--- src/cbuf_config.svh ---
// buffer sizes; the read tree is built for exactly 16 banks in 3 levels of fan-in 4
`ifndef CBUF_CONFIG_SVH
`define CBUF_CONFIG_SVH

// ========================================
// bank organisation
// ========================================

// one 1R1W RAM per bank
`define CBUF_BANK_NUM        16
// upper address bits pick the bank
`define CBUF_BANK_BITS       4

// ========================================
// RAM geometry
// ========================================

`define CBUF_RAM_DEPTH       64
// lower address bits pick the word
`define CBUF_RAM_DEPTH_BITS  6
// bank bits plus word bits
`define CBUF_ADDR_WIDTH      10
`define CBUF_DATA_WIDTH      64

// ========================================
// read path
// ========================================

// banks merged per OR-tree level, 16 -> 4 -> 1
`define CBUF_TREE_FANIN      4
// ctrl reg + RAM reg + 3 tree levels
`define CBUF_RD_LATENCY      5

`endif

--- src/cbuf_pkg.sv ---
// buffer types and address decode helpers; address layout is {bank, word} with no gaps
`include "cbuf_config.svh"

package cbuf_pkg;

  // full buffer address, {bank, word}
  typedef logic [`CBUF_ADDR_WIDTH-1:0]     cbuf_addr_t;
  typedef logic [`CBUF_DATA_WIDTH-1:0]     cbuf_word_t;
  typedef logic [`CBUF_BANK_BITS-1:0]      bank_idx_t;
  typedef logic [`CBUF_RAM_DEPTH_BITS-1:0] ram_addr_t;
  // one flag per bank
  typedef logic [`CBUF_BANK_NUM-1:0]       bank_vec_t;

  // bank field, upper bits
  function automatic bank_idx_t addr_bank(input cbuf_addr_t addr);
    return addr[`CBUF_ADDR_WIDTH-1 -: `CBUF_BANK_BITS];
  endfunction

  // word field, lower bits
  function automatic ram_addr_t addr_word(input cbuf_addr_t addr);
    return addr[`CBUF_RAM_DEPTH_BITS-1:0];
  endfunction

  // compare bank field with every bank number, gated by the strobe
  function automatic bank_vec_t bank_decode(input logic en, input cbuf_addr_t addr);
    bank_vec_t sel;
    for (int b = 0; b < `CBUF_BANK_NUM; b++) begin
      sel[b] = en && (addr_bank(addr) == bank_idx_t'(b));
    end
    return sel;
  endfunction

endpackage

--- src/cbuf_bank_ram.sv ---
// behavioral 1R1W bank RAM; read during write to the same word returns the old word
`include "cbuf_config.svh"

module cbuf_bank_ram
  import cbuf_pkg::*;
(
  input  logic       nvdla_core_clk,
  // read side
  input  logic       rd_en,
  input  ram_addr_t  rd_addr,
  // write side
  input  logic       wr_en,
  input  ram_addr_t  wr_addr,
  input  cbuf_word_t wr_data,
  // registered read data, holds between reads
  output cbuf_word_t rd_data
);

  // storage, contents unknown until written
  cbuf_word_t mem [`CBUF_RAM_DEPTH];

  // write port
  always_ff @(posedge nvdla_core_clk) begin
    if (wr_en) begin
      mem[wr_addr] <= wr_data;
    end
  end

  // read port, output register loads only on a read
  // stale data is masked later by the owner flags
  always_ff @(posedge nvdla_core_clk) begin
    if (rd_en) begin
      rd_data <= mem[rd_addr];
    end
  end

endmodule

--- config.mk ---
export PLATFORM = sky130hd
export DESIGN_NAME = cbuf_bank_ram
export DESIGN_NICKNAME = d
export VERILOG_FILES = /design/src/cbuf_pkg.sv /design/src/cbuf_bank_ram.sv
export VERILOG_INCLUDE_DIRS = /design/src
export SDC_FILE = /design/constraint.sdc
export NUM_CORES = 2
export LEC_CHECK = 0
export BUFFER_PORTS_ARGS = -buffer_cell sky130_fd_sc_hd__buf_2
export CAP_MARGIN = 20
export CORE_ASPECT_RATIO = 0.5
export CORE_MARGIN = 2
export CORE_UTILIZATION = 57
export DETAILED_ROUTE_END_ITERATION = 10
export PLACE_DENSITY = 0.76
export SYNTH_ARGS = -nofsm -noshare
export SYNTH_HDL_FRONTEND = slang
export SYNTH_SLANG_ARGS = --single-unit
--- constraint.sdc ---
create_clock -name nvdla_core_clk -period 6.52 [get_ports nvdla_core_clk]
set_clock_uncertainty 0.05 [all_clocks]
set_input_delay 0.978 -clock nvdla_core_clk [delete_from_list [all_inputs] [get_ports nvdla_core_clk]]
set_output_delay 0.978 -clock nvdla_core_clk [all_outputs]
set_load 0.02 [all_outputs]
==> results.sh <==
export IMPL_ys_ff_latch=4160
export IMPL_hp_class="primary input to flop"
export IMPL_grt_antenna_before_repair=51
export IMPL_fp_dieW_um=746
export IMPL_reg2reg_depth=5
export IMPL_max_vdd_ir_drop_mv=0.239
export IMPL_run_status="finished, final reports clean"
export IMPL_maxCapViolCount=0
export IMPL_met2_length_um=195000
export IMPL_grt_overflow_total=0
export IMPL_place_detailed_hpwl_um=212000
export IMPL_cts_hold_buf=0
export IMPL_cts_buffers_inserted=350
export IMPL_route_top_layer_used="met5"
export IMPL_worst_hold_startpoint="wr_data[10]"
export IMPL_timing_critical_path_cells="buf_2 > nor2b_4 > buf_4 > buf_4 > a22oi_1 > nand3_1 > and3_1"
export IMPL_rr_endpoint="rd_data[18]$_DFFE_PP_"
export IMPL_r2r_start="mem[13][18]$_DFFE_PP_"
export IMPL_reg2reg_setup_slack_ps=4230
export IMPL_cp_startpoint="rd_addr[3]"
export IMPL_power_leakage_uw=0.0541
export IMPL_route_met3_wl_um=65100
export IMPL_detail_route_iter0_violations=14200
export IMPL_gp_routability_congestion=0.787
export IMPL_netlist_instances=6598
export IMPL_clock_power_share_pct=39.2
export IMPL_floorplan_die_area_um2=280000
export IMPL_grt_start_max_net_pins=112
export IMPL_startpoint_type="primary input"
export IMPL_layout_area_overhead_pct=11.5
export IMPL_cts_root_buffer_cell="clkbuf_16"
export IMPL_clock_path_buffers=4
export IMPL_async_flop_share_pct=0
export IMPL_slew_limit_headroom_pct=17.0
export IMPL_syn_avg_cell_area_um2=23.8
export IMPL_initial_core_util_pct=57.2
export IMPL_timing_setup_tns_ps=0
export IMPL_critical_path_top_cell_by_count="buf_4"
export IMPL_postSynthNetCount=6677
export IMPL_rsz0062_at_grt="false"
export IMPL_finalHoldViolations=0
export IMPL_cts_htree_levels=5
export IMPL_detail_route_drc_violations=0
export IMPL_detailroute_via_count=77700
export IMPL_die_h_um=375
export IMPL_firstDrtPassIters=5
export IMPL_cp_slowest_cell="nor2b_4"
export IMPL_cp_data_arrival_time_ps=4090
export IMPL_totalWireLength_um=425000
export IMPL_cp_end_kind="flop"
export IMPL_grt_pass1_wl_um=591000
export IMPL_worst_skew_pair_late_latency_ps=910
export IMPL_final_max_slew_viol_count=0
export IMPL_rows=136
export IMPL_place_area_um2=164000
export IMPL_wl_per_cell_um=39.1
export IMPL_postRouteAntennaNets=0
export IMPL_netSwitchingPower_uw=11100
export IMPL_drive_gt1_share_pct=27.3
export IMPL_finalSetupViolations=0
export IMPL_criticalPathCategory="primary input to flop"
export IMPL_sequential_area_share_after_synthesis_pct=79.6
export IMPL_num_io_pins=143
export IMPL_grt_total_usage_pct=30.2
export IMPL_min_period_over_period_pct=51.8
export IMPL_post_drt_via_cell_ratio=7.14
export IMPL_design_final_nets=7023
export IMPL_synth_edf_count=4160
export IMPL_yosysUniqueCellTypes=32
export IMPL_tritoncts_clock_tree="done"
export IMPL_final_design_area_no_fill_um2=175000
export IMPL_finalCriticalPeriod_ps=3380
export IMPL_sequentialPowerShare_pct=56.0
export IMPL_wl_met1_um=147000
export IMPL_placement_io_buffers=142
export IMPL_syn_area_um2=157000
export IMPL_yosysWarnings=0
export IMPL_cp_endpoint="rd_data[48]$_DFFE_PP_"
export IMPL_cell_area_power_density_nw_per_um2=304
export IMPL_clock_sinks=4160
export IMPL_cts_repair_resize_count=0
export IMPL_internal_power_uw=42000
export IMPL_core_area_um2=274000
export IMPL_cts_clk_slew_worst_paths_ps=70
export IMPL_postCtsSetupBuffers=0
export IMPL_vias_in_the_first_global_route=76600
export IMPL_power_combinational_fraction_pct=4.7
export IMPL_max_freq_mhz=296
export IMPL_timing_critical_path_required_ps=7230
export IMPL_worst_margin_pin_slew_ps=1240
export IMPL_ys_flop_type="edfxtp_1"
export IMPL_sw_frac_of_total_pct=21.0
export IMPL_timing_critical_path_fanout_max=29
export IMPL_max_stage_delay_on_crit_path_ps=860
## power by group through the flow
stage	clock [uW]	combinational (uW)	sequential, uW
2_1_floorplan	0	1380	30300
3_3_place_gp	0	2390	30400
3_5_place_dp	0	2440	30400
4_1_cts	20900	2470	29800
5_1_grt	21900	2630	29800
6_report	20900	2520	29800
## cells by family (layout without fill, tap and decap cells)
kind of cell | after synthesis | count (layout) | share of synthesized area (%)
compound gates | 504 | 504 | 2.47
buf+inv | 389 | 1009 | 1.18
simple gates | 386 | 386 | 1.23
flops | 4160 | 4160 | 79.6
other cells | 0 | 17 | 0
mux | 1159 | 1159 | 15.6
## synthesized netlist by cell type, types with 38 or more instances
cell	n	area share [%]
mux2i_1	135	0.86
nand2_1	58	0.14
edfxtp_1	4160	80
buf_2	170	0.54
a211oi_1	63	0.30
clkbuf_1	140	0.33
mux4_2	1024	15
a22oi_1	168	0.80
a22o_1	88	0.49
nor2_1	112	0.27
nand3_1	45	0.14
o22ai_1	83	0.33
and3_1	64	0.26
o221ai_1	38	0.21
## flip-flops by register name (all words and copies together) (netlist names)
signal / flops
mem: 4096
rd_data: 64
## cells in the final DEF (no fill, tap or decap), types with 17 or more instances in the layout
cell / n
edfxtp_1: 4160
mux4_2: 1024
clkbuf_16: 357
a22oi_1: 168
buf_4: 141
buf_2: 138
mux2i_1: 135
a22o_1: 88
o22ai_1: 83
clkbuf_1: 80
buf_12: 79
clkinv_1: 71
nor2_4: 65
and3_1: 64
a211oi_1: 63
clkinv_2: 55
nand2_1: 54
nor2_1: 47
nand3_1: 45
o221ai_1: 38
bufinv_16: 34
or3_1: 29
or2_2: 28
a41oi_1: 26
nor2b_1: 24
inv_1: 19
a2bb2oi_1: 19
a31oi_1: 18
diode_2: 17
## final cells by class
class / count / area [um2]
Fill cell: 16800 / 99300
Sequential cell: 4160 / 125000
Tap cell: 3657 / 4580
Timing Repair Buffer: 364 / 3470
Multi-Input combinational cell: 2049 / 30800
Inverter: 19 / 71.3
Clock buffer: 437 / 9230
Clock inverter: 189 / 1890
Antenna cell: 17 / 42.5
## worst min path at each step
stage                             to  slack, ps  cells past startpoint
3_5_place_dp   rd_data[42]$_DFFE_PP_        860                      4
5_1_grt        mem[55][10]$_DFFE_PP_        280                      1
6_report       mem[55][10]$_DFFE_PP_        310                      1
3_3_place_gp   rd_data[30]$_DFFE_PP_        840                      4
2_1_floorplan  rd_data[61]$_DFFE_PP_        810                      4
4_1_cts        mem[50][19]$_DFFE_PP_        680                      1
## metrics by stage
stage	std cells	util, %	power (uW)	hold slack (ps)	setup WS [ps]
5_1_grt	10900	63.8	54300	281	3130
2_1_floorplan	6598	-	31700	815	56.0
3_3_place_gp	10200	59.6	32700	839	2390
4_1_cts	10900	63.7	53200	681	3280
6_report	10900	63.8	53200	309	3140
3_5_place_dp	10200	59.6	32800	861	2390
## metal layers
metal / vias to the layer above / global-route usage [%]
met1: 40800 / 42.8
met2: 6678 / 45.9
li1: 29200 / -
met4: 24 / 11.2
met3: 1009 / 8.47
met5: - / 0
## worst max-delay path: cells and delay by family
kind / cells / cell delay [ps]
AO/OA/AOI/OAI: 1 / 160
buffers and inverters: 3 / 1540
AND/OR/NAND/NOR: 3 / 1330
Note: power is estimated with default switching activity, not from simulation.
