==> src/cbuf_config.svh <==
// buffer sizes; the read tree is built for exactly 16 banks in 3 levels of fan-in 4
`ifndef CBUF_CONFIG_SVH
`define CBUF_CONFIG_SVH

// ========================================
// bank organisation
// ========================================

// one 1R1W RAM per bank
`define CBUF_BANK_NUM        16
// upper address bits pick the bank
`define CBUF_BANK_BITS       4

// ========================================
// RAM geometry
// ========================================

`define CBUF_RAM_DEPTH       64
// lower address bits pick the word
`define CBUF_RAM_DEPTH_BITS  6
// bank bits plus word bits
`define CBUF_ADDR_WIDTH      10
`define CBUF_DATA_WIDTH      64

// ========================================
// read path
// ========================================

// banks merged per OR-tree level, 16 -> 4 -> 1
`define CBUF_TREE_FANIN      4
// ctrl reg + RAM reg + 3 tree levels
`define CBUF_RD_LATENCY      5

`endif

==> src/cbuf_pkg.sv <==
// buffer types and address decode helpers; address layout is {bank, word} with no gaps
`include "cbuf_config.svh"

package cbuf_pkg;

  // full buffer address, {bank, word}
  typedef logic [`CBUF_ADDR_WIDTH-1:0]     cbuf_addr_t;
  typedef logic [`CBUF_DATA_WIDTH-1:0]     cbuf_word_t;
  typedef logic [`CBUF_BANK_BITS-1:0]      bank_idx_t;
  typedef logic [`CBUF_RAM_DEPTH_BITS-1:0] ram_addr_t;
  // one flag per bank
  typedef logic [`CBUF_BANK_NUM-1:0]       bank_vec_t;

  // bank field, upper bits
  function automatic bank_idx_t addr_bank(input cbuf_addr_t addr);
    return addr[`CBUF_ADDR_WIDTH-1 -: `CBUF_BANK_BITS];
  endfunction

  // word field, lower bits
  function automatic ram_addr_t addr_word(input cbuf_addr_t addr);
    return addr[`CBUF_RAM_DEPTH_BITS-1:0];
  endfunction

  // compare bank field with every bank number, gated by the strobe
  function automatic bank_vec_t bank_decode(input logic en, input cbuf_addr_t addr);
    bank_vec_t sel;
    for (int b = 0; b < `CBUF_BANK_NUM; b++) begin
      sel[b] = en && (addr_bank(addr) == bank_idx_t'(b));
    end
    return sel;
  endfunction

endpackage

==> src/cbuf_rd_ctrl.sv <==
// data and weight reads to per-bank RAM reads; both clients on one bank in a cycle is not handled
`include "cbuf_config.svh"

module cbuf_rd_ctrl
  import cbuf_pkg::*;
(
  input  logic       nvdla_core_clk,
  input  logic       arst_n,
  // data read client
  input  logic       dat_rd_en,
  input  cbuf_addr_t dat_rd_addr,
  // weight read client
  input  logic       wt_rd_en,
  input  cbuf_addr_t wt_rd_addr,
  // per-bank RAM read controls
  output bank_vec_t  bank_rd_en,
  output ram_addr_t  bank_rd_addr [`CBUF_BANK_NUM],
  // owner flags, aligned with RAM output data
  output bank_vec_t  dat_own,
  output bank_vec_t  wt_own
);

  // ========================================
  // decode
  // ========================================

  bank_vec_t dat_sel;
  bank_vec_t wt_sel;
  ram_addr_t dat_word;
  ram_addr_t wt_word;
  bank_vec_t dat_own_d1;
  bank_vec_t wt_own_d1;

  assign dat_sel  = bank_decode(dat_rd_en, dat_rd_addr);
  assign wt_sel   = bank_decode(wt_rd_en, wt_rd_addr);
  assign dat_word = addr_word(dat_rd_addr);
  assign wt_word  = addr_word(wt_rd_addr);

  // ========================================
  // RAM read controls, 1 cycle
  // ========================================

  always_ff @(posedge nvdla_core_clk or negedge arst_n) begin
    if (!arst_n) begin
      bank_rd_en <= '0;
    end else begin
      // clients are on different banks, so a plain OR merges them
      bank_rd_en <= dat_sel | wt_sel;
    end
  end

  // word address of whichever client owns the bank
  always_ff @(posedge nvdla_core_clk) begin
    for (int b = 0; b < `CBUF_BANK_NUM; b++) begin
      bank_rd_addr[b] <= ({`CBUF_RAM_DEPTH_BITS{dat_sel[b]}} & dat_word) |
                         ({`CBUF_RAM_DEPTH_BITS{wt_sel[b]}} & wt_word);
    end
  end

  // ========================================
  // owner tracking, 2 cycles
  // ========================================

  // first stage lines up with the RAM read strobe
  // second stage lines up with the RAM read data
  always_ff @(posedge nvdla_core_clk or negedge arst_n) begin
    if (!arst_n) begin
      dat_own_d1 <= '0;
      wt_own_d1  <= '0;
      dat_own    <= '0;
      wt_own     <= '0;
    end else begin
      dat_own_d1 <= dat_sel;
      wt_own_d1  <= wt_sel;
      dat_own    <= dat_own_d1;
      wt_own     <= wt_own_d1;
    end
  end

endmodule

==> config.mk <==
export PLATFORM = sky130hd
export DESIGN_NAME = cbuf_rd_ctrl
export DESIGN_NICKNAME = d
export VERILOG_FILES = /design/src/cbuf_pkg.sv /design/src/cbuf_rd_ctrl.sv
export VERILOG_INCLUDE_DIRS = /design/src
export SDC_FILE = /design/constraint.sdc
export NUM_CORES = 1
export LEC_CHECK = 0
export CORE_ASPECT_RATIO = 0.75
export CORE_MARGIN = 1
export CORE_UTILIZATION = 60
export DETAILED_ROUTE_END_ITERATION = 10
export DONT_BUFFER_PORTS = 1
export GPL_TIMING_DRIVEN = 0
export PLACE_DENSITY = 0.76
export SETUP_SLACK_MARGIN = 0.1
export SYNTH_ARGS = -nofsm -noshare
export SYNTH_HDL_FRONTEND = slang
export SYNTH_SLANG_ARGS = --single-unit
export TNS_END_PERCENT = 30
==> constraint.sdc <==
create_clock -name nvdla_core_clk -period 1.4 [get_ports nvdla_core_clk]
set_clock_uncertainty 0.15 [all_clocks]
set_input_delay 0.28 -clock nvdla_core_clk [delete_from_list [all_inputs] [get_ports nvdla_core_clk]]
set_output_delay 0.28 -clock nvdla_core_clk [all_outputs]
set_load 0.01 [all_outputs]
==> summary.md <==
| Metric | Value |
|---|---|
| DR DRC count | `0` |
| Die Y | `85.2 µm` |
| Die ar. | `9620 µm²` |
| Synth Register Bits | `176` |
| Clk root buf | `clkbuf_16` |
| CTS Hold Bufs | `12` |
| CTS tree | `done` |
| Max-Cap Viols | `0` |
| Psw | `2.37 mW` |
| Sequential share of the synthesized area | `70.9%` |
| Remaining global-route overflow | `0` |
| Final weighted congestion in routability-driven placement | `0.930` |
| Final Util | `73.1%` |
| Num rows | `29` |
| Net Count, Synth | `448` |
| Largest area contributor in the netlist | `dfrtp_1` |
| Crit Path Category | `input port to flop` |
| Cts repair resizes | `0` |
| DRT iter0 DRCs | `350` |
| Hold Path Class | `input port to asynchronous set/reset pin` |
| Yosys warnings | `0` |
| Sequential power share | `50.5%` |
| Number of vias per cell | `6.72` |
| Main flop type after synthesis | `dfxtp_1` |
| Slew @ Worst Pin | `848 ps` |
| Crit. End Element | `flop` |
| Antenna violations before repair | `0` |
| Final #Nets | `479` |
| Top-level port count | `168` |
| Cell area power density | `1630 nW/µm²` |
| DPL Wire Length | `9.72 mm` |
| Leakage | `2.59 nW` |
| Final Instance Area | `6370 µm²` |
| CP Max Fanout | `10` |
| Wire per inst | `26.8 µm` |
| Share of layout cells above drive strength 1 | `16.7%` |
| RSZ-0062 raised after global routing | `yes` |
| Max Clock Freq | `0.757 GHz` |
| First-pass GRT wire length | `23.0 mm` |
| R2r setup slk | `760 ps` |
| P_int | `7.99 mW` |
| Peak VDD IR | `1.28 mV` |
| Gate power share | `4.7%` |
| Post-synth ARST share | `45.5%` |
| Initial Util | `63.6%` |
| Worst path arrival time | `1430 ps` |
| Post-DRT Antenna Nets | `0` |
| Total core area | `8710 µm²` |
| GRT Util Overall | `33.4%` |
| Synth top cells by count | `96 x dfxtp_1, 96 x o22ai_1, 80 x dfrtp_1` |
| Worst-path clk slew | `70 ps` |
| Syn_area_per_cell | `13.1 µm²` |
| DIE WIDTH | `113 µm` |
| Post-Syn Area | `5540 µm²` |
| Synth top area share | `36.2%` |
| Reg2reg start | `wt_own_d1[3]` |
| Min Tclk post-route | `1320 ps` |
| Fin. max-slew vios | `0` |
| H-tree depth | `4` |
| FF-to-FF End | `wt_own[3]` |
| Via count of the routed design | `3870` |
| Area Growth Syn to Fin | `15.1%` |
| CTS Sinks | `176` |
| # diodes | `0` |
| Inserted Clock Buffers | `17` |
| Power share of the clock group | `44.8%` |
| Final Cycle Share | `94.3%` |
| Maximum buffer depth of the clock tree | `2` |
| Vias in the first global route | `3921` |
| Port buffer count | `0` |
| Skew-Pair Late Insertion Delay | `430 ps` |
| Post-synth EDFFs | `0` |
| Syn Inst Count | `424` |
| Final WL | `15.4 mm` |
| Crit path launch type | `input port` |
| Placed Area | `5670 µm²` |
| Final setup violating endpoints | `0` |
| Dominant cells by area after synthesis | `dfrtp_1 36%, dfxtp_1 35%, o22ai_1 11%` |
| Failing checks | `negative hold slack` |
| Worst r2r path cells | `0` |
| Largest net degree at the start of global routing | `81` |
| DR pass1 iterations | `5` |
| Worst path required time | `1500 ps` |
| Slew headroom | `43.5%` |
| WHS | `-608 ps` |
| Synth cell types | `18` |
| Hold Fails Final Rpt | `104` |
| Outcome | `complete, but fails checks` |
| Sw frac | `22.9%` |
## critical path, stage by stage
cell and delay [ps]:
nand3b_1 200, buf_1 680, o22ai_1 260
## layout make-up
class	instances	area, µm²
Sequential cell	176	3920
Fill cell	568	2340
Multi-Input combinational cell	208	1370
Clock buffer	19	443
Buffer	40	244
Clock inverter	13	135
Tap cell	108	135
Timing Repair Buffer	12	120
## power groups by stage
stage / sequential [mW] / clock, mW / combinational, mW
global placement: 5.33 / 0 / 0.410
floorplan: 5.31 / 0 / 0.310
finish: 5.23 / 4.64 / 0.485
CTS: 5.23 / 4.62 / 0.467
detailed placement: 5.33 / 0 / 0.423
global route: 5.23 / 4.88 / 0.507
## state kept, by name, indices dropped and copies added, names as in the netlist
| name | flops |
|---|---|
| wt_own_d1 | 16 |
| bank_rd_addr | 96 |
| dat_own | 16 |
| bank_rd_en | 16 |
| wt_own | 16 |
| dat_own_d1 | 16 |
## cell usage in the layout (no fill, tap or decap), types with 3 or more instances in the layout
cell	n
nand2b_1	4
buf_6	6
o22ai_2	16
or3b_2	12
dfxtp_1	96
dlygate4sd3_1	12
nor2_1	32
clkinv_2	5
buf_2	3
clkbuf_1	22
nand3_1	14
clkbuf_16	17
buf_4	6
o22ai_1	96
inv_6	3
dfrtp_1	80
nand3b_1	28
## worst max-delay path by stage
| stage | start | end |
|---|---|---|
| after global placement | wt_rd_addr[6] | bank_rd_addr[57] |
| after global routing | bank_rd_en[9] | bank_rd_en[9] |
| after CTS | bank_rd_en[9] | bank_rd_en[9] |
| after floorplan | dat_rd_addr[6] | bank_rd_addr[82] |
| after detailed placement | wt_rd_addr[6] | bank_rd_addr[57] |
| final | wt_rd_addr[6] | bank_rd_addr[57] |
## logic make-up after synthesis
family	count (synthesis)	share of synthesized area (%)
flip-flops	176	70.9
AO/OA/AOI/OAI	112	14.5
buffers and inverters	40	4.41
AND/OR/NAND/NOR	96	10.3
## layer usage
metal	wire [µm]	vias up	part of all wire (%)	GRT usage [%]
li1	-	1603	-	-
met1	5980	1912	39	41.7
met2	7210	301	47	51.1
met3	1720	54	11	13.0
met4	518	0	3.4	17.1
met5	0	-	0	0
## metrics by stage
stage	cells	worst slack [ps]	power, mW	TNS (ps)
after floorplan	424	104	5.62	0
after global placement	532	-158	5.74	-3010
after detailed placement	532	-235	5.76	-4260
after CTS	576	115	10.3	0
after global routing	576	97.6	10.6	0
final	576	79.4	10.4	0
## what timing repair did
action | in CTS | in global routing
buffers inserted | 0 | 0
hold endpoints to repair | 162 | 99
setup endpoints to repair | 0 | 1
Power figures use the tool's default switching activity.
