===== config.mk =====
export PLATFORM = sky130hd
export DESIGN_NAME = cbuf_wr_ctrl
export DESIGN_NICKNAME = d
export VERILOG_FILES = /design/src/cbuf_pkg.sv /design/src/cbuf_wr_ctrl.sv
export VERILOG_INCLUDE_DIRS = /design/src
export SDC_FILE = /design/constraint.sdc
export NUM_CORES = 1
export LEC_CHECK = 0
export BUFFER_PORTS_ARGS = -buffer_cell sky130_fd_sc_hd__buf_2
export CAP_MARGIN = 20
export CORE_AREA = 2 2 506 508
export DETAILED_ROUTE_END_ITERATION = 16
export DIE_AREA = 0 0 508 510
export GPL_TIMING_DRIVEN = 0
export PLACE_DENSITY = 0.33
export SYNTH_ARGS = -nofsm -noshare
export SYNTH_HDL_FRONTEND = slang
export SYNTH_SLANG_ARGS = --single-unit
export TNS_END_PERCENT = 100

===== constraint.sdc =====
create_clock -name nvdla_core_clk -period 1.05 [get_ports nvdla_core_clk]
set_input_delay 0.21 -clock nvdla_core_clk [delete_from_list [all_inputs] [get_ports nvdla_core_clk]]
set_output_delay 0.21 -clock nvdla_core_clk [all_outputs]
set_load 0.05 [all_outputs]

===== src/cbuf_config.svh =====
// buffer sizes; the read tree is built for exactly 16 banks in 3 levels of fan-in 4
`ifndef CBUF_CONFIG_SVH
`define CBUF_CONFIG_SVH

// ========================================
// bank organisation
// ========================================

// one 1R1W RAM per bank
`define CBUF_BANK_NUM        16
// upper address bits pick the bank
`define CBUF_BANK_BITS       4

// ========================================
// RAM geometry
// ========================================

`define CBUF_RAM_DEPTH       64
// lower address bits pick the word
`define CBUF_RAM_DEPTH_BITS  6
// bank bits plus word bits
`define CBUF_ADDR_WIDTH      10
`define CBUF_DATA_WIDTH      64

// ========================================
// read path
// ========================================

// banks merged per OR-tree level, 16 -> 4 -> 1
`define CBUF_TREE_FANIN      4
// ctrl reg + RAM reg + 3 tree levels
`define CBUF_RD_LATENCY      5

`endif


===== src/cbuf_pkg.sv =====
// buffer types and address decode helpers; address layout is {bank, word} with no gaps
`include "cbuf_config.svh"

package cbuf_pkg;

  // full buffer address, {bank, word}
  typedef logic [`CBUF_ADDR_WIDTH-1:0]     cbuf_addr_t;
  typedef logic [`CBUF_DATA_WIDTH-1:0]     cbuf_word_t;
  typedef logic [`CBUF_BANK_BITS-1:0]      bank_idx_t;
  typedef logic [`CBUF_RAM_DEPTH_BITS-1:0] ram_addr_t;
  // one flag per bank
  typedef logic [`CBUF_BANK_NUM-1:0]       bank_vec_t;

  // bank field, upper bits
  function automatic bank_idx_t addr_bank(input cbuf_addr_t addr);
    return addr[`CBUF_ADDR_WIDTH-1 -: `CBUF_BANK_BITS];
  endfunction

  // word field, lower bits
  function automatic ram_addr_t addr_word(input cbuf_addr_t addr);
    return addr[`CBUF_RAM_DEPTH_BITS-1:0];
  endfunction

  // compare bank field with every bank number, gated by the strobe
  function automatic bank_vec_t bank_decode(input logic en, input cbuf_addr_t addr);
    bank_vec_t sel;
    for (int b = 0; b < `CBUF_BANK_NUM; b++) begin
      sel[b] = en && (addr_bank(addr) == bank_idx_t'(b));
    end
    return sel;
  endfunction

endpackage


===== src/cbuf_wr_ctrl.sv =====
// two write ports to 16 banks, 2 register stages; both ports hitting one bank in a cycle is not handled
`include "cbuf_config.svh"

module cbuf_wr_ctrl
  import cbuf_pkg::*;
(
  input  logic       nvdla_core_clk,
  input  logic       arst_n,
  // port 0, feature data
  input  logic       wr_en0,
  input  cbuf_addr_t wr_addr0,
  input  cbuf_word_t wr_data0,
  // port 1, weights
  input  logic       wr_en1,
  input  cbuf_addr_t wr_addr1,
  input  cbuf_word_t wr_data1,
  // per-bank RAM write controls
  output bank_vec_t  bank_wr_en,
  output ram_addr_t  bank_wr_addr [`CBUF_BANK_NUM],
  output cbuf_word_t bank_wr_data [`CBUF_BANK_NUM]
);

  // ========================================
  // stage 1: decode and register per port
  // ========================================

  bank_vec_t  wr0_sel;
  bank_vec_t  wr1_sel;
  bank_vec_t  wr0_sel_d1;
  bank_vec_t  wr1_sel_d1;
  ram_addr_t  wr_addr0_d1;
  ram_addr_t  wr_addr1_d1;
  cbuf_word_t wr_data0_d1;
  cbuf_word_t wr_data1_d1;

  // one-hot bank strobe per port
  assign wr0_sel = bank_decode(wr_en0, wr_addr0);
  assign wr1_sel = bank_decode(wr_en1, wr_addr1);

  always_ff @(posedge nvdla_core_clk or negedge arst_n) begin
    if (!arst_n) begin
      wr0_sel_d1 <= '0;
      wr1_sel_d1 <= '0;
    end else begin
      wr0_sel_d1 <= wr0_sel;
      wr1_sel_d1 <= wr1_sel;
    end
  end

  // only the word field travels on, the bank is in the strobe now
  always_ff @(posedge nvdla_core_clk) begin
    wr_addr0_d1 <= addr_word(wr_addr0);
    wr_addr1_d1 <= addr_word(wr_addr1);
    wr_data0_d1 <= wr_data0;
    wr_data1_d1 <= wr_data1;
  end

  // ========================================
  // stage 2: per-bank select and register
  // ========================================

  always_ff @(posedge nvdla_core_clk or negedge arst_n) begin
    if (!arst_n) begin
      bank_wr_en <= '0;
    end else begin
      bank_wr_en <= wr0_sel_d1 | wr1_sel_d1;
    end
  end

  // AND-OR pick of whichever port targets the bank
  // zero when neither does, RAM ignores it without the strobe
  always_ff @(posedge nvdla_core_clk) begin
    for (int b = 0; b < `CBUF_BANK_NUM; b++) begin
      bank_wr_addr[b] <= ({`CBUF_RAM_DEPTH_BITS{wr0_sel_d1[b]}} & wr_addr0_d1) |
                         ({`CBUF_RAM_DEPTH_BITS{wr1_sel_d1[b]}} & wr_addr1_d1);
      bank_wr_data[b] <= ({`CBUF_DATA_WIDTH{wr0_sel_d1[b]}} & wr_data0_d1) |
                         ({`CBUF_DATA_WIDTH{wr1_sel_d1[b]}} & wr_data1_d1);
    end
  end

endmodule


==> run_results.csv <==
group,metric,value,unit
run_status,status,"finished with violations",
run_status,violations,"negative setup slack",
routing,avgRoutedWirePerCell,32.1,microns
setup_path,startpoint_type,"flip-flop",
sta,max_slew_margin,46.4,%
setup_path,slowest_delay,0.47,ns
logic_synthesis,ys_seq_elements,1308,
clocking,clockRootBuffer,"clkbuf_16",
placement,port_buffers,1287,
setup_path,rrSetupSlack,-0.57,ns
routing,ant_nets,0,
clocking,cts-buffers-inserted,157,
power,p_leak,30.9,nW
grt,overflow,0,
grt,grt_antenna_before_repair,29,
clocking,cts_max_level,4,
power,peakVddDrop,0.00137,V
placement,dp_slack,-1.03,ns
logic_synthesis,synth_top_area_cell,"dfxtp_1",
flow_run,cap_violations,0,
setup_path,critPathMaxFanout,1,
routing,firstDrtPassIters,5,
logic_synthesis,netlist_instances,3026,
sta,hold_viol,0,
power,power_density,1670,nW/um^2
logic_synthesis,yosys-top-cells-area,"dfxtp_1 (64%), a22o_1 (25%), buf_2 (4.8%)",
grt,track_usage,19.7,%
clocking,clock_sinks,1308,
setup_path,r2r_cells,4,
placement,place_hpwl,195,mm
floorplan,fp.dieArea,259000,sq um
setup_path,slowest_stage,"dfrtp_2",
finish,stdcell_area,71500,sq um
sta,slew_viol_final,0,
finish,layout_common_cells,"a22o_1 (1,105), dfxtp_2 (831), buf_8 (734), buf_2 (626), dfxtp_1 (364)",
placement,placed_cell_area,50100,sq um
sta,skew,0.0599,ns
setup_path,crit_path_end_kind,"primary output",
routing,drt_wl_total,268,mm
clocking,cts_max_path_buffers,3,
sta,whs,0.0454,ns
grt,grt_max_degree,49,
setup_path,cp_num_cells,1,
sta,period_minus_slack,1.69,ns
finish,drive_gt1_share,62.2,%
sta,setup_viol,2273,
sta,period_share,161,%
sta,finalSetupTns,-810.85,ns
floorplan,core-area,253000,sq um
floorplan,die_x,508,microns
finish,fill_cells,26158,
routing,drc,0,
routing,initialDrtViolationCount,2025,
setup_path,worstPathArrival,1.48,ns
setup_path,path_class,"reg -> out",
min_path,hold_class,"in -> async",
floorplan,initial_utilization,15.5,%
setup_path,cp_top_family,"flip-flops",
setup_path,critPathLaunch,"bank_wr_en[9]",
sta,tightestPinTransition,0.804,ns
grt,grt_pass1_wl,342,mm
finish,area_growth,82.2,%
floorplan,ioPinCount,1288,
finish,nNetsFinal,4955,
routing,vias,33942,
sta,fmax,592,MHz
grt,grt_pass1_vias,34749,
finish,stdcell_count,8324,
clocking,cts_tree,"done",
setup_path,cp_data_required_time,0.84,ns
clocking,clk_pin_slew,0.07,ns
sta,rsz0062_at_grt,"yes",
setup_path,path_cells,"buf_6",
routing,viasPerCell,4.08,
logic_synthesis,yosysTopAreaCellShare,64.3,%
logic_synthesis,synth_area,39200,sq um
setup_path,crit_path_end,"bank_wr_en[9]",
logic_synthesis,ys_types,16,
sta,setup_ws,-0.638,ns
floorplan,rows,185,
floorplan,die_h,510,microns
logic_synthesis,ys_seq_area_share,67.3,%
setup_path,path_buf_inv,1,
placement,gp_congestion,0.826,
setup_path,rr_endpoint,"bank_wr_data[452]",
logic_synthesis,yosysWarningCount,0,
finish,final_common_cell,"a22o_1",
setup_path,crit-reg2reg-launch,"wr1_sel_d1[8]",
logic_synthesis,synthesis.nets,3178,
logic_synthesis,postSynthAreaPerCell,13.0,sq um
clocking,clock_latency,0.83,ns
placement,dp.cells,7686,
[state kept, by name, summed over array words and instances, names as in the netlist]
signal        flops
bank_wr_addr     96
bank_wr_data   1024
bank_wr_en       16
wr0_sel_d1       16
wr1_sel_d1       16
wr_addr0_d1       6
wr_addr1_d1       6
wr_data0_d1      64
wr_data1_d1      64
[stage by stage]
stage	power [W]	utilization, %
after floorplan	0.0577	-
after global placement	0.0615	19.7
after detailed placement	0.0615	19.8
after CTS	0.119	24.3
after global routing	0.123	28.2
final	0.119	28.2
[cells in the mapped netlist]
master	instances
dfrtp_1	48
buf_4	5
a22o_1	1120
or3b_4	2
nand3_1	2
nand2_1	2
nand3b_1	4
nor3_2	2
buf_2	375
clkbuf_1	21
dfxtp_1	1260
nand2b_1	4
clkbuf_2	135
nor3_1	6
or2_2	16
nor2_1	24
[metal layers]
layer  vias to the layer above  track usage (%)  part of all wire (%)
met5                         -                0                0.0093
met4                         4             6.59                   4.0
met3                       381             5.78                   7.5
met2                      1626             33.5                    48
met1                     17295             23.6                    41
li1                      14636                -                     -
[what timing repair did]
| item | 4_1_cts | 5_1_grt |
|---|---|---|
| gates resized for setup | 667 | 4326 |
| endpoints found under the hold margin | 220 | 0 |
| hold buffers | 271 | 0 |
| pin swaps | 46 | 1 |
| buffers inserted | 25 | 3 |
| gates cloned | 29 | 1 |
| setup endpoints to repair | 2272 | 2276 |
[layout make-up]
class	instances	area (sq um)	area share, %
sequential	1308	27700	38.8
clock buffer	234	4630	6.47
tap	3366	4210	5.89
buffer	531	4120	5.76
clock inverter	53	657	0.919
timing repair buffer	1623	19800	27.7
antenna	27	67.6	0.0945
multi-input combinational	1182	10300	14.4
[kinds of logic after synthesis]
kind of cell,share of synthesized area [%]
buffers and inverters,6.80
and+or+nand+nor,0.855
DFF,67.3
AOI/OAI and AO/OA,25.0
[worst min path at each step]
stage / startpoint / to / cells after the start
4_1_cts: arst_n / wr0_sel_d1[10] / 2
3_3_place_gp: wr_data0[36] / wr_data0_d1[36] / 1
3_5_place_dp: wr_data0[28] / wr_data0_d1[28] / 1
2_1_floorplan: arst_n / bank_wr_en[0] / 0
6_report: arst_n / bank_wr_en[9] / 2
5_1_grt: wr_data0[18] / wr_data0_d1[18] / 2
[power by group]
group	switching [W]	internal [W]
clock network	0.0235	0.0325
logic	0.00740	0.00429
registers	0.000780	0.0508
total	0.0317	0.0876
No activity file was read; power rests on OpenSTA's default activity.
